**src/logic/pipe_pkg.sv**
```systemverilog
package pipe_pkg;

    // Codes 7 to 15 are not decoded and behave as nop
    typedef enum logic [3:0] {
        op_nop  = 4'h0,
        op_ldi  = 4'h1,
        op_add  = 4'h2,
        op_sub  = 4'h3,
        op_ld   = 4'h4,
        op_st   = 4'h5,
        op_halt = 4'h6
    } opcode_t;

    typedef logic [2:0] tag_t;

    typedef struct packed {
        opcode_t    op;
        logic [1:0] rd;
        logic [1:0] rs;
        logic [7:0] imm;
    } instr_t;

    // Destination of an instruction still in flight, used by the hazard check
    typedef struct packed {
        logic       valid;
        logic [1:0] rd;
    } dst_t;

    typedef struct packed {
        logic       valid;
        tag_t       tag;
        logic [7:0] pc;
        opcode_t    op;
        logic [1:0] rd;
        logic [7:0] a;
        logic [7:0] b;
        logic [7:0] imm;
    } de_payload_t;

    typedef struct packed {
        logic       valid;
        tag_t       tag;
        logic [7:0] pc;
        opcode_t    op;
        logic [1:0] rd;
        logic [7:0] result;
        logic [7:0] addr;
    } em_payload_t;

    typedef struct packed {
        logic       valid;
        tag_t       tag;
        logic [7:0] pc;
        opcode_t    op;
        logic [1:0] rd;
        logic [7:0] value;
    } wb_payload_t;

    typedef struct packed {
        logic [7:0] pc;
        opcode_t    op;
        logic [7:0] stall_cycles;
        logic [7:0] latency;
    } retire_rec_t;

    typedef struct packed {
        logic        req;
        logic        we;
        logic [7:0]  addr;
        logic [15:0] wdata;
    } mem_req_t;

    function automatic logic writes_reg(opcode_t op);
        return (op == op_ldi) || (op == op_add) || (op == op_sub) || (op == op_ld);
    endfunction

endpackage

```
**src/logic/shared_mem.sv**
```systemverilog
`timescale 1ns/1ps

module shared_mem import pipe_pkg::*; (
    input  logic        clk,
    input  logic        rst,
    input  mem_req_t    host_req,
    input  mem_req_t    mem_req,
    input  mem_req_t    fetch_req,
    output logic        host_gnt,
    output logic        mem_gnt,
    output logic        fetch_gnt,
    output logic [15:0] rdata
);

    logic [15:0] mem [256];
    mem_req_t    sel;

    // Fixed priority: host, then the memory stage, then fetch
    always_comb begin
        host_gnt  = host_req.req;
        mem_gnt   = mem_req.req && !host_req.req;
        fetch_gnt = fetch_req.req && !host_req.req && !mem_req.req;
    end

    always_comb begin
        if (host_gnt) begin
            sel = host_req;
        end else if (mem_gnt) begin
            sel = mem_req;
        end else begin
            sel = fetch_req;
        end
    end

    // Writes land at the grant edge, reads show up the cycle after
    always_ff @(posedge clk) begin
        if (sel.req && sel.we) begin
            mem[sel.addr] <= sel.wdata;
        end
        if (sel.req && !sel.we) begin
            rdata <= mem[sel.addr];
        end
    end

    // The host owns the memory only while the core is stopped
    a_host_alone: assert property (
        @(posedge clk) disable iff (rst)
        host_req.req |-> !(mem_req.req || fetch_req.req)
    );

endmodule

```
**src/logic/fetch_stage.sv**
```systemverilog
`timescale 1ns/1ps

module fetch_stage import pipe_pkg::*; #(
    parameter int MAX_TAGS = 8
) (
    input  logic        clk,
    input  logic        rst,
    input  logic        run,
    input  logic        stall,
    input  logic        halt_seen,
    input  logic        gnt,
    input  logic [15:0] rdata,
    output mem_req_t    req,
    output logic        fetch_pulse,
    output tag_t        fetch_tag,
    output instr_t      instr,
    output logic [7:0]  instr_pc,
    output logic        instr_valid
);

    logic [7:0] pc;
    tag_t       next_tag;
    logic       done;
    logic       pend;
    logic       granted;
    instr_t     held;
    logic       held_valid;

    always_comb begin
        req       = '0;
        req.req   = run && !stall && !halt_seen && !done;
        req.addr  = pc;
        granted   = req.req && gnt;
    end

    always_ff @(posedge clk) begin
        if (rst) begin
            pc         <= '0;
            next_tag   <= '0;
            done       <= 1'b0;
            pend       <= 1'b0;
            held_valid <= 1'b0;
        end else begin
            pend <= granted;
            // Nothing past a halt is ever fetched
            if (halt_seen) begin
                done <= 1'b1;
            end
            if (granted) begin
                pc       <= pc + 8'd1;
                next_tag <= (next_tag == tag_t'(MAX_TAGS - 1)) ? '0 : next_tag + tag_t'(1);
            end
            if (pend && stall) begin
                held_valid <= 1'b1;
            end else if (!stall) begin
                held_valid <= 1'b0;
            end
        end
    end

    // The read bus moves on, so a stalled word is parked here
    always_ff @(posedge clk) begin
        if (granted) begin
            instr_pc  <= pc;
            fetch_tag <= next_tag;
        end
        if (pend && stall) begin
            held <= instr_t'(rdata);
        end
    end

    assign instr       = held_valid ? held : instr_t'(rdata);
    assign instr_valid = pend || held_valid;
    assign fetch_pulse = pend;  // one per granted word, as it returns

endmodule

```
**src/logic/decode_stage.sv**
```systemverilog
`timescale 1ns/1ps

module decode_stage import pipe_pkg::*; (
    input  logic        clk,
    input  logic        rst,
    input  instr_t      instr,
    input  logic [7:0]  instr_pc,
    input  logic        instr_valid,
    input  tag_t        fetch_tag,
    input  dst_t        exec_dst,
    input  dst_t        mem_dst,
    input  wb_payload_t wb,
    input  logic        hold,
    output de_payload_t de,
    output logic        stall,
    output logic        halt_seen
);

    logic [7:0] regs [4];
    opcode_t    dec_op;
    dst_t       wb_dst;
    logic       reads_rd;
    logic       reads_rs;
    logic       hazard;

    function automatic logic clash(dst_t d, logic [1:0] r);
        return d.valid && (d.rd == r);
    endfunction

    always_comb begin
        case (instr.op)
            op_ldi, op_add, op_sub, op_ld, op_st, op_halt: dec_op = instr.op;
            default: dec_op = op_nop;
        endcase
    end

    always_comb begin
        reads_rd = (dec_op == op_add) || (dec_op == op_sub) || (dec_op == op_st);
        reads_rs = (dec_op == op_add) || (dec_op == op_sub);
        wb_dst   = '{valid: wb.valid && writes_reg(wb.op), rd: wb.rd};
        // Any pending writer of a source register blocks issue
        hazard   = (reads_rd && (clash(exec_dst, instr.rd) || clash(mem_dst, instr.rd)
                                 || clash(wb_dst, instr.rd)))
                || (reads_rs && (clash(exec_dst, instr.rs) || clash(mem_dst, instr.rs)
                                 || clash(wb_dst, instr.rs)));
        stall     = instr_valid && (hazard || hold);
        halt_seen = instr_valid && (dec_op == op_halt);
    end

    always_ff @(posedge clk) begin
        if (wb.valid && writes_reg(wb.op)) begin
            regs[wb.rd] <= wb.value;
        end
    end

    always_ff @(posedge clk) begin
        if (rst) begin
            de.valid <= 1'b0;
        end else if (!hold) begin
            // Bubble out while the hazard lasts
            de.valid <= instr_valid && !hazard;
            de.tag   <= fetch_tag;
            de.pc    <= instr_pc;
            de.op    <= dec_op;
            de.rd    <= instr.rd;
            de.a     <= regs[instr.rd];
            de.b     <= regs[instr.rs];
            de.imm   <= instr.imm;
        end
    end

    // A stalled instruction must still sit unchanged in decode on the next cycle
    a_stall_keeps_instr: assert property (
        @(posedge clk) disable iff (rst)
        stall |=> instr_valid && $stable(instr)
    );

endmodule

```
**src/logic/exec_stage.sv**
```systemverilog
`timescale 1ns/1ps

module exec_stage import pipe_pkg::*; (
    input  logic        clk,
    input  logic        rst,
    input  de_payload_t de,
    input  logic        hold,
    output em_payload_t em,
    output dst_t        exec_dst
);

    logic [7:0] result;

    always_comb begin
        case (de.op)
            op_ldi:  result = de.imm;
            op_add:  result = de.a + de.b;
            op_sub:  result = de.a - de.b;
            // Store data rides in the result field
            op_st:   result = de.a;
            default: result = 8'h00;
        endcase
    end

    assign exec_dst = '{valid: de.valid && writes_reg(de.op), rd: de.rd};

    always_ff @(posedge clk) begin
        if (rst) begin
            em.valid <= 1'b0;
        end else if (!hold) begin
            em.valid  <= de.valid;
            em.tag    <= de.tag;
            em.pc     <= de.pc;
            em.op     <= de.op;
            em.rd     <= de.rd;
            em.result <= result;
            em.addr   <= de.imm;
        end
    end

endmodule

```
**src/logic/mem_wb_stage.sv**
```systemverilog
`timescale 1ns/1ps

module mem_wb_stage import pipe_pkg::*; (
    input  logic        clk,
    input  logic        rst,
    input  em_payload_t em,
    input  logic        gnt,
    input  logic [15:0] rdata,
    output mem_req_t    req,
    output logic        hold,
    output wb_payload_t wb,
    output dst_t        mem_dst,
    output logic        halted
);

    logic        is_mem;
    wb_payload_t wb_q;

    always_comb begin
        is_mem    = em.valid && ((em.op == op_ld) || (em.op == op_st));
        req       = '0;
        req.req   = is_mem;
        req.we    = (em.op == op_st);
        req.addr  = em.addr;
        req.wdata = {8'h00, em.result};
        hold      = is_mem && !gnt;
    end

    assign mem_dst = '{valid: em.valid && writes_reg(em.op), rd: em.rd};

    always_ff @(posedge clk) begin
        if (rst) begin
            wb_q.valid <= 1'b0;
        end else begin
            wb_q.valid <= em.valid && !hold;
            wb_q.tag   <= em.tag;
            wb_q.pc    <= em.pc;
            wb_q.op    <= em.op;
            wb_q.rd    <= em.rd;
            wb_q.value <= em.result;
        end
    end

    // Load data arrives on the bus in the writeback cycle
    always_comb begin
        wb = wb_q;
        if (wb_q.op == op_ld) begin
            wb.value = rdata[7:0];
        end
    end

    always_ff @(posedge clk) begin
        if (rst) begin
            halted <= 1'b0;
        end else if (wb_q.valid && (wb_q.op == op_halt)) begin
            halted <= 1'b1;
        end
    end

endmodule

```
**src/logic/pipeline_tracker.sv**
```systemverilog
`timescale 1ns/1ps

module pipeline_tracker import pipe_pkg::*; #(
    parameter int MAX_TAGS = 8
) (
    input  logic        clk,
    input  logic        rst,
    input  logic        fetch_pulse,
    input  tag_t        fetch_tag,
    input  logic        stall,
    input  tag_t        decode_tag,
    input  wb_payload_t wb,
    output logic        retire_valid,
    output retire_rec_t retire_rec
);

    logic [7:0]          cycle;
    logic [7:0]          fetch_cyc [MAX_TAGS];
    logic [7:0]          stall_cnt [MAX_TAGS];
    logic [MAX_TAGS-1:0] live;

    always_ff @(posedge clk) begin
        if (rst) begin
            cycle <= '0;
        end else begin
            cycle <= cycle + 8'd1;
        end
    end

    always_ff @(posedge clk) begin
        if (rst) begin
            live <= '0;
        end else begin
            for (int i = 0; i < MAX_TAGS; i++) begin
                if (wb.valid && (wb.tag == tag_t'(i))) begin
                    live[i] <= 1'b0;
                end
                if (fetch_pulse && (fetch_tag == tag_t'(i))) begin
                    live[i] <= 1'b1;
                end
            end
        end
    end

    always_ff @(posedge clk) begin
        for (int i = 0; i < MAX_TAGS; i++) begin
            if (fetch_pulse && (fetch_tag == tag_t'(i))) begin
                // Pulse trails the request by one cycle
                fetch_cyc[i] <= cycle - 8'd1;
                stall_cnt[i] <= (stall && (decode_tag == tag_t'(i))) ? 8'd1 : 8'd0;
            end else if (stall && (decode_tag == tag_t'(i))) begin
                stall_cnt[i] <= stall_cnt[i] + 8'd1;
            end
        end
    end

    always_ff @(posedge clk) begin
        if (rst) begin
            retire_valid <= 1'b0;
        end else begin
            retire_valid <= wb.valid;
            if (wb.valid) begin
                retire_rec.pc           <= wb.pc;
                retire_rec.op           <= wb.op;
                retire_rec.stall_cycles <= stall_cnt[wb.tag];
                retire_rec.latency      <= cycle - fetch_cyc[wb.tag];
            end
        end
    end

    // Tag reuse before retirement would merge two histories
    a_tag_free: assert property (
        @(posedge clk) disable iff (rst)
        fetch_pulse |-> !live[fetch_tag]
    );

endmodule

```
**src/logic/pipe_core_top.sv**
```systemverilog
`timescale 1ns/1ps

module pipe_core_top import pipe_pkg::*; #(
    parameter int MAX_TAGS = 8
) (
    input  logic        clk,
    input  logic        rst,
    input  logic        run,
    input  mem_req_t    host_req,
    output logic        host_gnt,
    output logic [15:0] host_rdata,
    output logic        retire_valid,
    output retire_rec_t retire_rec,
    output logic        halted
);

    mem_req_t    fetch_req;
    mem_req_t    mem_req;
    logic        fetch_gnt;
    logic        mem_gnt;
    logic        stall;
    logic        halt_seen;
    logic        mem_hold;
    logic        fetch_pulse;
    tag_t        fetch_tag;
    instr_t      instr;
    logic [7:0]  instr_pc;
    logic        instr_valid;
    de_payload_t de;
    em_payload_t em;
    wb_payload_t wb;
    dst_t        exec_dst;
    dst_t        mem_dst;

    shared_mem u_mem (
        .clk(clk), .rst(rst), .host_req(host_req), .mem_req(mem_req),
        .fetch_req(fetch_req), .host_gnt(host_gnt), .mem_gnt(mem_gnt),
        .fetch_gnt(fetch_gnt), .rdata(host_rdata)
    );

    fetch_stage #(.MAX_TAGS(MAX_TAGS)) u_fetch (
        .clk(clk), .rst(rst), .run(run), .stall(stall), .halt_seen(halt_seen),
        .gnt(fetch_gnt), .rdata(host_rdata), .req(fetch_req),
        .fetch_pulse(fetch_pulse), .fetch_tag(fetch_tag), .instr(instr),
        .instr_pc(instr_pc), .instr_valid(instr_valid)
    );

    decode_stage u_decode (
        .clk(clk), .rst(rst), .instr(instr), .instr_pc(instr_pc),
        .instr_valid(instr_valid), .fetch_tag(fetch_tag), .exec_dst(exec_dst),
        .mem_dst(mem_dst), .wb(wb), .hold(mem_hold), .de(de), .stall(stall),
        .halt_seen(halt_seen)
    );

    exec_stage u_exec (
        .clk(clk), .rst(rst), .de(de), .hold(mem_hold), .em(em), .exec_dst(exec_dst)
    );

    mem_wb_stage u_mem_wb (
        .clk(clk), .rst(rst), .em(em), .gnt(mem_gnt), .rdata(host_rdata),
        .req(mem_req), .hold(mem_hold), .wb(wb), .mem_dst(mem_dst), .halted(halted)
    );

    // The instruction in decode carries the tag fetch gave it
    pipeline_tracker #(.MAX_TAGS(MAX_TAGS)) u_tracker (
        .clk(clk), .rst(rst), .fetch_pulse(fetch_pulse), .fetch_tag(fetch_tag),
        .stall(stall), .decode_tag(fetch_tag), .wb(wb),
        .retire_valid(retire_valid), .retire_rec(retire_rec)
    );

endmodule

```
**config.mk**
```make
export PLATFORM = sky130hd
export DESIGN_NAME = pipe_core_top
export DESIGN_NICKNAME = d
export VERILOG_FILES = /design/src/logic/pipe_pkg.sv /design/src/logic/shared_mem.sv /design/src/logic/fetch_stage.sv /design/src/logic/decode_stage.sv /design/src/logic/exec_stage.sv /design/src/logic/mem_wb_stage.sv /design/src/logic/pipeline_tracker.sv /design/src/logic/pipe_core_top.sv
export SDC_FILE = /design/constraint.sdc
export NUM_CORES = 2
export LEC_CHECK = 0
export ABC_CLOCK_PERIOD_IN_PS = 20200
export BUFFER_PORTS_ARGS = -buffer_cell sky130_fd_sc_hd__buf_2
export CAP_MARGIN = 40
export CORE_UTILIZATION = 45
export CTS_CLUSTER_DIAMETER = 150
export DETAILED_ROUTE_END_ITERATION = 12
export PLACE_DENSITY = 0.65
export SLEW_MARGIN = 40
export SYNTH_ARGS = -nofsm -noshare
export SYNTH_HDL_FRONTEND = slang
export SYNTH_HIERARCHICAL = 1
export SYNTH_MEMORY_MAX_BITS = 65536
export SYNTH_SLANG_ARGS = --single-unit
```
**constraint.sdc**
```tcl
create_clock -name clk -period 20.2 [get_ports clk]
set_clock_uncertainty 0.1 [all_clocks]
set_input_delay 2.02 -clock clk [delete_from_list [all_inputs] [get_ports clk]]
set_output_delay 2.02 -clock clk [all_outputs]
set_load 0.1 [all_outputs]
```
# Word level (Yosys, flattened, before mapping)
# Memory sizes are Yosys's and may differ from the RTL's. A register that Yosys moved wholly into a read port is not among the register bits.
# Index checks and enable logic that the tools add are counted.
# op_classes
reduce_logical,90
eq_ne,40
bitwise,10
n_mux,112
add_sub_neg,15
# ops
op,count
two-way mux 8 bit,23
OR reduction 8 bit,14
adder 8 x 1 -> 8 bit (second input constant),10
two-way mux 1 bit,68
two-way mux 26 bit,2
two-way mux 3 bit,16
== test 4 x 3 -> 1 bit (second input constant),11
logical AND 1 bit,44
== test 4 x 2 -> 1 bit (second input constant),10
one-hot mux 8 bit (4 select lines),1
logical OR 1 bit,19
== test 4 x 1 -> 1 bit (second input constant),4
two-way mux 16 bit,1
subtractor 8 bit,2
== test 3 bit (second input constant),5
== test 2 bit,6
zero test 1 bit,9
adder 8 bit,1
bitwise OR 1 bit,8
subtractor 8 x 1 -> 8 bit (second input constant),1
== test 3 x 2 -> 1 bit (second input constant),2
OR reduction 6 bit,1
two-way mux 4 bit,1
AND reduction 2 bit,2
5 further kinds,6
# word_totals
input_bits,29
wordCells,307
output_inout_bits,47
mem_count,4
ram_bits,4256
register_bits,157
# mem_list
name,words,width,read_ports,rd_clocked_by_memory_dff,wr,line,rtl
u_mem.mem,256,16,1,1,1,shared_mem.sv:15,logic [15:0] mem [256];
u_tracker.fetch_cyc,8,8,1,1,1,pipeline_tracker.sv:18,logic [7:0] fetch_cyc [MAX_TAGS];
u_tracker.stall_cnt,8,8,9,1,1,pipeline_tracker.sv:19,logic [7:0] stall_cnt [MAX_TAGS];
u_decode.regs,4,8,2,2,1,decode_stage.sv:19,logic [7:0] regs [4];

# Longest topological paths before layout
# logic_depth
ltp_word,25
ltp_mapped,21

# Modules after synthesis
# Netlist, hierarchy kept.
# by_module_without_submodules
mod,n_inst,cells_per_inst,area_each_um2
shared_mem,1,8185,159620.6
pipeline_tracker,1,531,7673.6
decode_stage,1,140,2941.6
fetch_stage,1,132,1751.7
exec_stage,1,119,1652.8
mem_wb_stage,1,96,1333.8

# Worst setup path after synthesis
# OpenSTA, ideal clock, no wires.
# synth_path
kind,input-to-reg
start,input port host_req[25] in the netlist's numbering
end,"memory u_mem.mem[0][3], data pin"
t_required_ns,17.912
setup_time_ns,2.188
path_stages,7
arrival_time_ns,13.083
path_slack_ns,4.830
path_buffers,6
path_cell_list,buf_2 clkbuf_1 buf_1 clkbuf_1 clkbuf_1 clkbuf_1 o21ai_0
# synth_rtl
element,line,rtl
start: declaration,pipe_core_top.sv:9,"input mem_req_t host_req,"
end: declaration,shared_mem.sv:15,

==> run metrics <==
core area 0.386 mm²; Setup Buffers After CTS 0; cell area after synthesis 0.175 mm²; final cycle utilization of the critical path 41.3%; Seq cells post-synth 4453; initial core utilization 45.3%; Die W 626 µm; crit path kind reg -> reg; DIE HEIGHT 626 µm; Antenna Violating Nets Remaining 0; Yosys warnings 6; CTS tree yes; most used cell, CP buf_4; # clock sinks 4453; cell-internal power 15.2 mW; Synth Flop Type edfxtp_1; setup violators final 0; Worst EP required 20.79 ns; critical-path cell list nor3b_1 -> and2_2 -> buf_4 -> mux2_2 -> o21a_4 -> buf_4 -> buf_12 -> buf_4 -> buf_4 -> mux4_2 -> mux2i_1 -> o22ai_1 -> nor4_1 -> and4_1 -> o311ai_0; vias in the first global route 92700; Initial DRC Count 14000; synth top area cells edfxtp_1 76%, mux4_2 11%, nand2_1 2.2%; leak pwr 63.7 nW; total power 19.7 mW; sequential share of power 52.3%; post-synthesis cell count 9203; Async SR Flop Fraction 0%; Worst Setup Start Kind register; area share of the leading cell type in the synthesized netlist 76.0%; DRC viols 0; CP max FO 92; FP Rows 228; final core utilization 51.3%; Via density 6.30; fin cells 15200; syn_area_per_cell 19.0 µm²; RePlAce Congestion 0.891; Total GRT Usage 25.9%; CP max-delay cell buf_4; Sw Pwr 4.49 mW; Rel. slew slack 35.9%; worst endpoint data arrival time 8.92 ns; hold path depth 0; Nets 9697; sw frac 22.8%; outcome complete, no violations; Post-synth EDFFs 4426; synth unique cells 88; Avg WL per Cell 33.8 µm; Post-CTS Resized 0; io pins 76; initial antenna violation count 37; TritonCTS buffer count 436; CP Capture Type register; Worst R2R Path Depth 15; area grow syn2layout 13.2%; Die Area 0.391 mm²; CTS Buffer Depth 4; R2R Setup Slk 11.86 ns; max-cap violation count 0; crit-path max cell delay 0.72 ns; Pwr Density 99.5 mW/mm²; root buf cell clkbuf_16; Placed Instances 14400; final setup TNS 0 ns; Comb power frac 6.8%; largest net degree at the start of global routing 182; part of the Yosys area used for sequential elements 76.3%; first-pass GRT wire length 718000 µm; Reg clk slew, reported paths 0.06 ns; routed wire length 514000 µm; H-tree lvl count 5; # hold bufs at CTS 0; worst r2r src u_exec/em[19]$_DFFE_PP_; clock network power share 40.8%; grt total ovfl 0; DP HPWL 309000 µm; cell with the most instances after synthesis edfxtp_1; capturing point of the worst reg2reg path u_mem/rdata[13]$_DFFE_PP_; Final Hold Slack 0.303 ns; buffers added on ports 75; Hold Path End u_mem_wb/wb[22]$_DFFE_PN_; peak supply drop 0.0000896 V; Vias 95700; RSZ-0062 raised after global routing no; Final Hold Viols 0; Synth top cells by count 4426 x edfxtp_1, 1007 x nand2_1, 890 x mux4_2, 433 x nand3_1, 401 x nor2_1; fmax 120 MHz; max-slew violation count 0; share of layout cells above drive strength 1 22.9%; Hold Crit Start u_exec/em[30]$_DFFE_PP_; DRT Pass-1 Iters 8; worst hold path class reg -> reg; area leader, netlist edfxtp_1; Clk Latency, worst-skew pair 1.05 ns; Worst Tran Pin Value 0.958 ns; min cycle time layout 8.34 ns; CP startpoint u_exec/em[19]$_DFFE_PP_; fill cell count 30400
## power by group through the flow
stage / registers (mW) / logic (mW) / clock network [mW]
floorplan: 10.7 / 0.766 / 0
global placement: 10.5 / 1.28 / 0
detailed placement: 10.5 / 1.32 / 0
CTS: 10.3 / 1.32 / 8.12
global route: 10.3 / 1.40 / 8.45
finish: 10.3 / 1.35 / 8.04
## per-layer routing
layer / global-route usage (%) / vias up / wire (µm)
met5: 0 / - / 125
met4: 11.4 / 20 / 25500
met3: 7.02 / 1112 / 69700
met2: 39.1 / 6656 / 231000
met1: 35.6 / 50000 / 188000
li1: - / 38000 / -
## cell usage in the layout (no fill, tap or decap), types with 58 or more instances in the layout
cell,count
clkbuf_1,90
clkbuf_16,442
o211ai_1,98
nand2_1,984
clkinv_1,96
buf_2,74
nand3_1,433
buf_4,398
mux4_2,890
a31oi_1,68
mux2_2,58
inv_1,77
edfxtp_1,4426
and3_1,70
nor2_1,318
a21oi_1,171
a22oi_1,86
clkinv_2,87
mux2i_1,187
## logic make-up after synthesis
logic type	share of synthesized area (%)
compound gates	2.71
xor+xnor	0.460
fa+ha+maj	0.223
buf+inv	1.98
flops	76.3
mux	13.1
other cells	0.00644
simple gates	5.30
## registers in the layout, indices dropped and copies added (netlist names), 8 cells and up
signal and flops:
u_mem/mem 4096, u_tracker/fetch_cyc 64, u_tracker/stall_cnt 64, u_decode/de 42, u_exec/em 34, u_decode/regs 32
u_tracker/retire_rec 28, u_mem_wb/wb 18, u_fetch/held 16, u_mem/rdata 16, u_fetch/instr_pc 8, u_fetch/pc 8
u_mem_wb/wb_q 8, u_tracker/cycle 8
## per-stage QoR
step,worst slack [ns],cell area (µm²)
5_1_grt,11.83,198000
4_1_cts,12.13,198000
3_5_place_dp,11.62,183000
3_3_place_gp,11.60,183000
2_1_floorplan,4.83,175000
6_report,11.86,198000
## worst max-delay path by stage
stage	end	slack, ns	cells after the start
global placement	u_mem/rdata[7]$_DFFE_PP_	11.60	13
global route	u_mem/rdata[13]$_DFFE_PP_	11.83	14
finish	u_mem/rdata[13]$_DFFE_PP_	11.86	15
floorplan	u_mem/mem[0][3]$_DFFE_PP_	4.83	7
detailed placement	u_mem/rdata[13]$_DFFE_PP_	11.62	13
CTS	u_mem/rdata[13]$_DFFE_PP_	12.13	14
## layout make-up
| type | count | area (µm²) | area share (%) |
|---|---|---|---|
| Clock buffer | 535 | 11400 | 5.78 |
| Antenna cell | 24 | 60.1 | 0.0303 |
| Timing Repair Buffer | 545 | 4670 | 2.36 |
| Multi-Input combinational cell | 4124 | 39000 | 19.7 |
| Inverter | 78 | 293 | 0.148 |
| Sequential cell | 4453 | 133000 | 67.4 |
| Tap cell | 5175 | 6470 | 3.27 |
| Clock inverter | 270 | 2590 | 1.31 |
## critical path: cells and delay by family (launching register included)
kind	cells	cell delay (ns)
multiplexers	3	1.66
flip-flops	1	0.43
AND/OR/NAND/NOR	4	1.41
AO/OA/AOI/OAI	3	1.05
buffers and inverters	5	2.99
(Power assumes the default switching activity.)
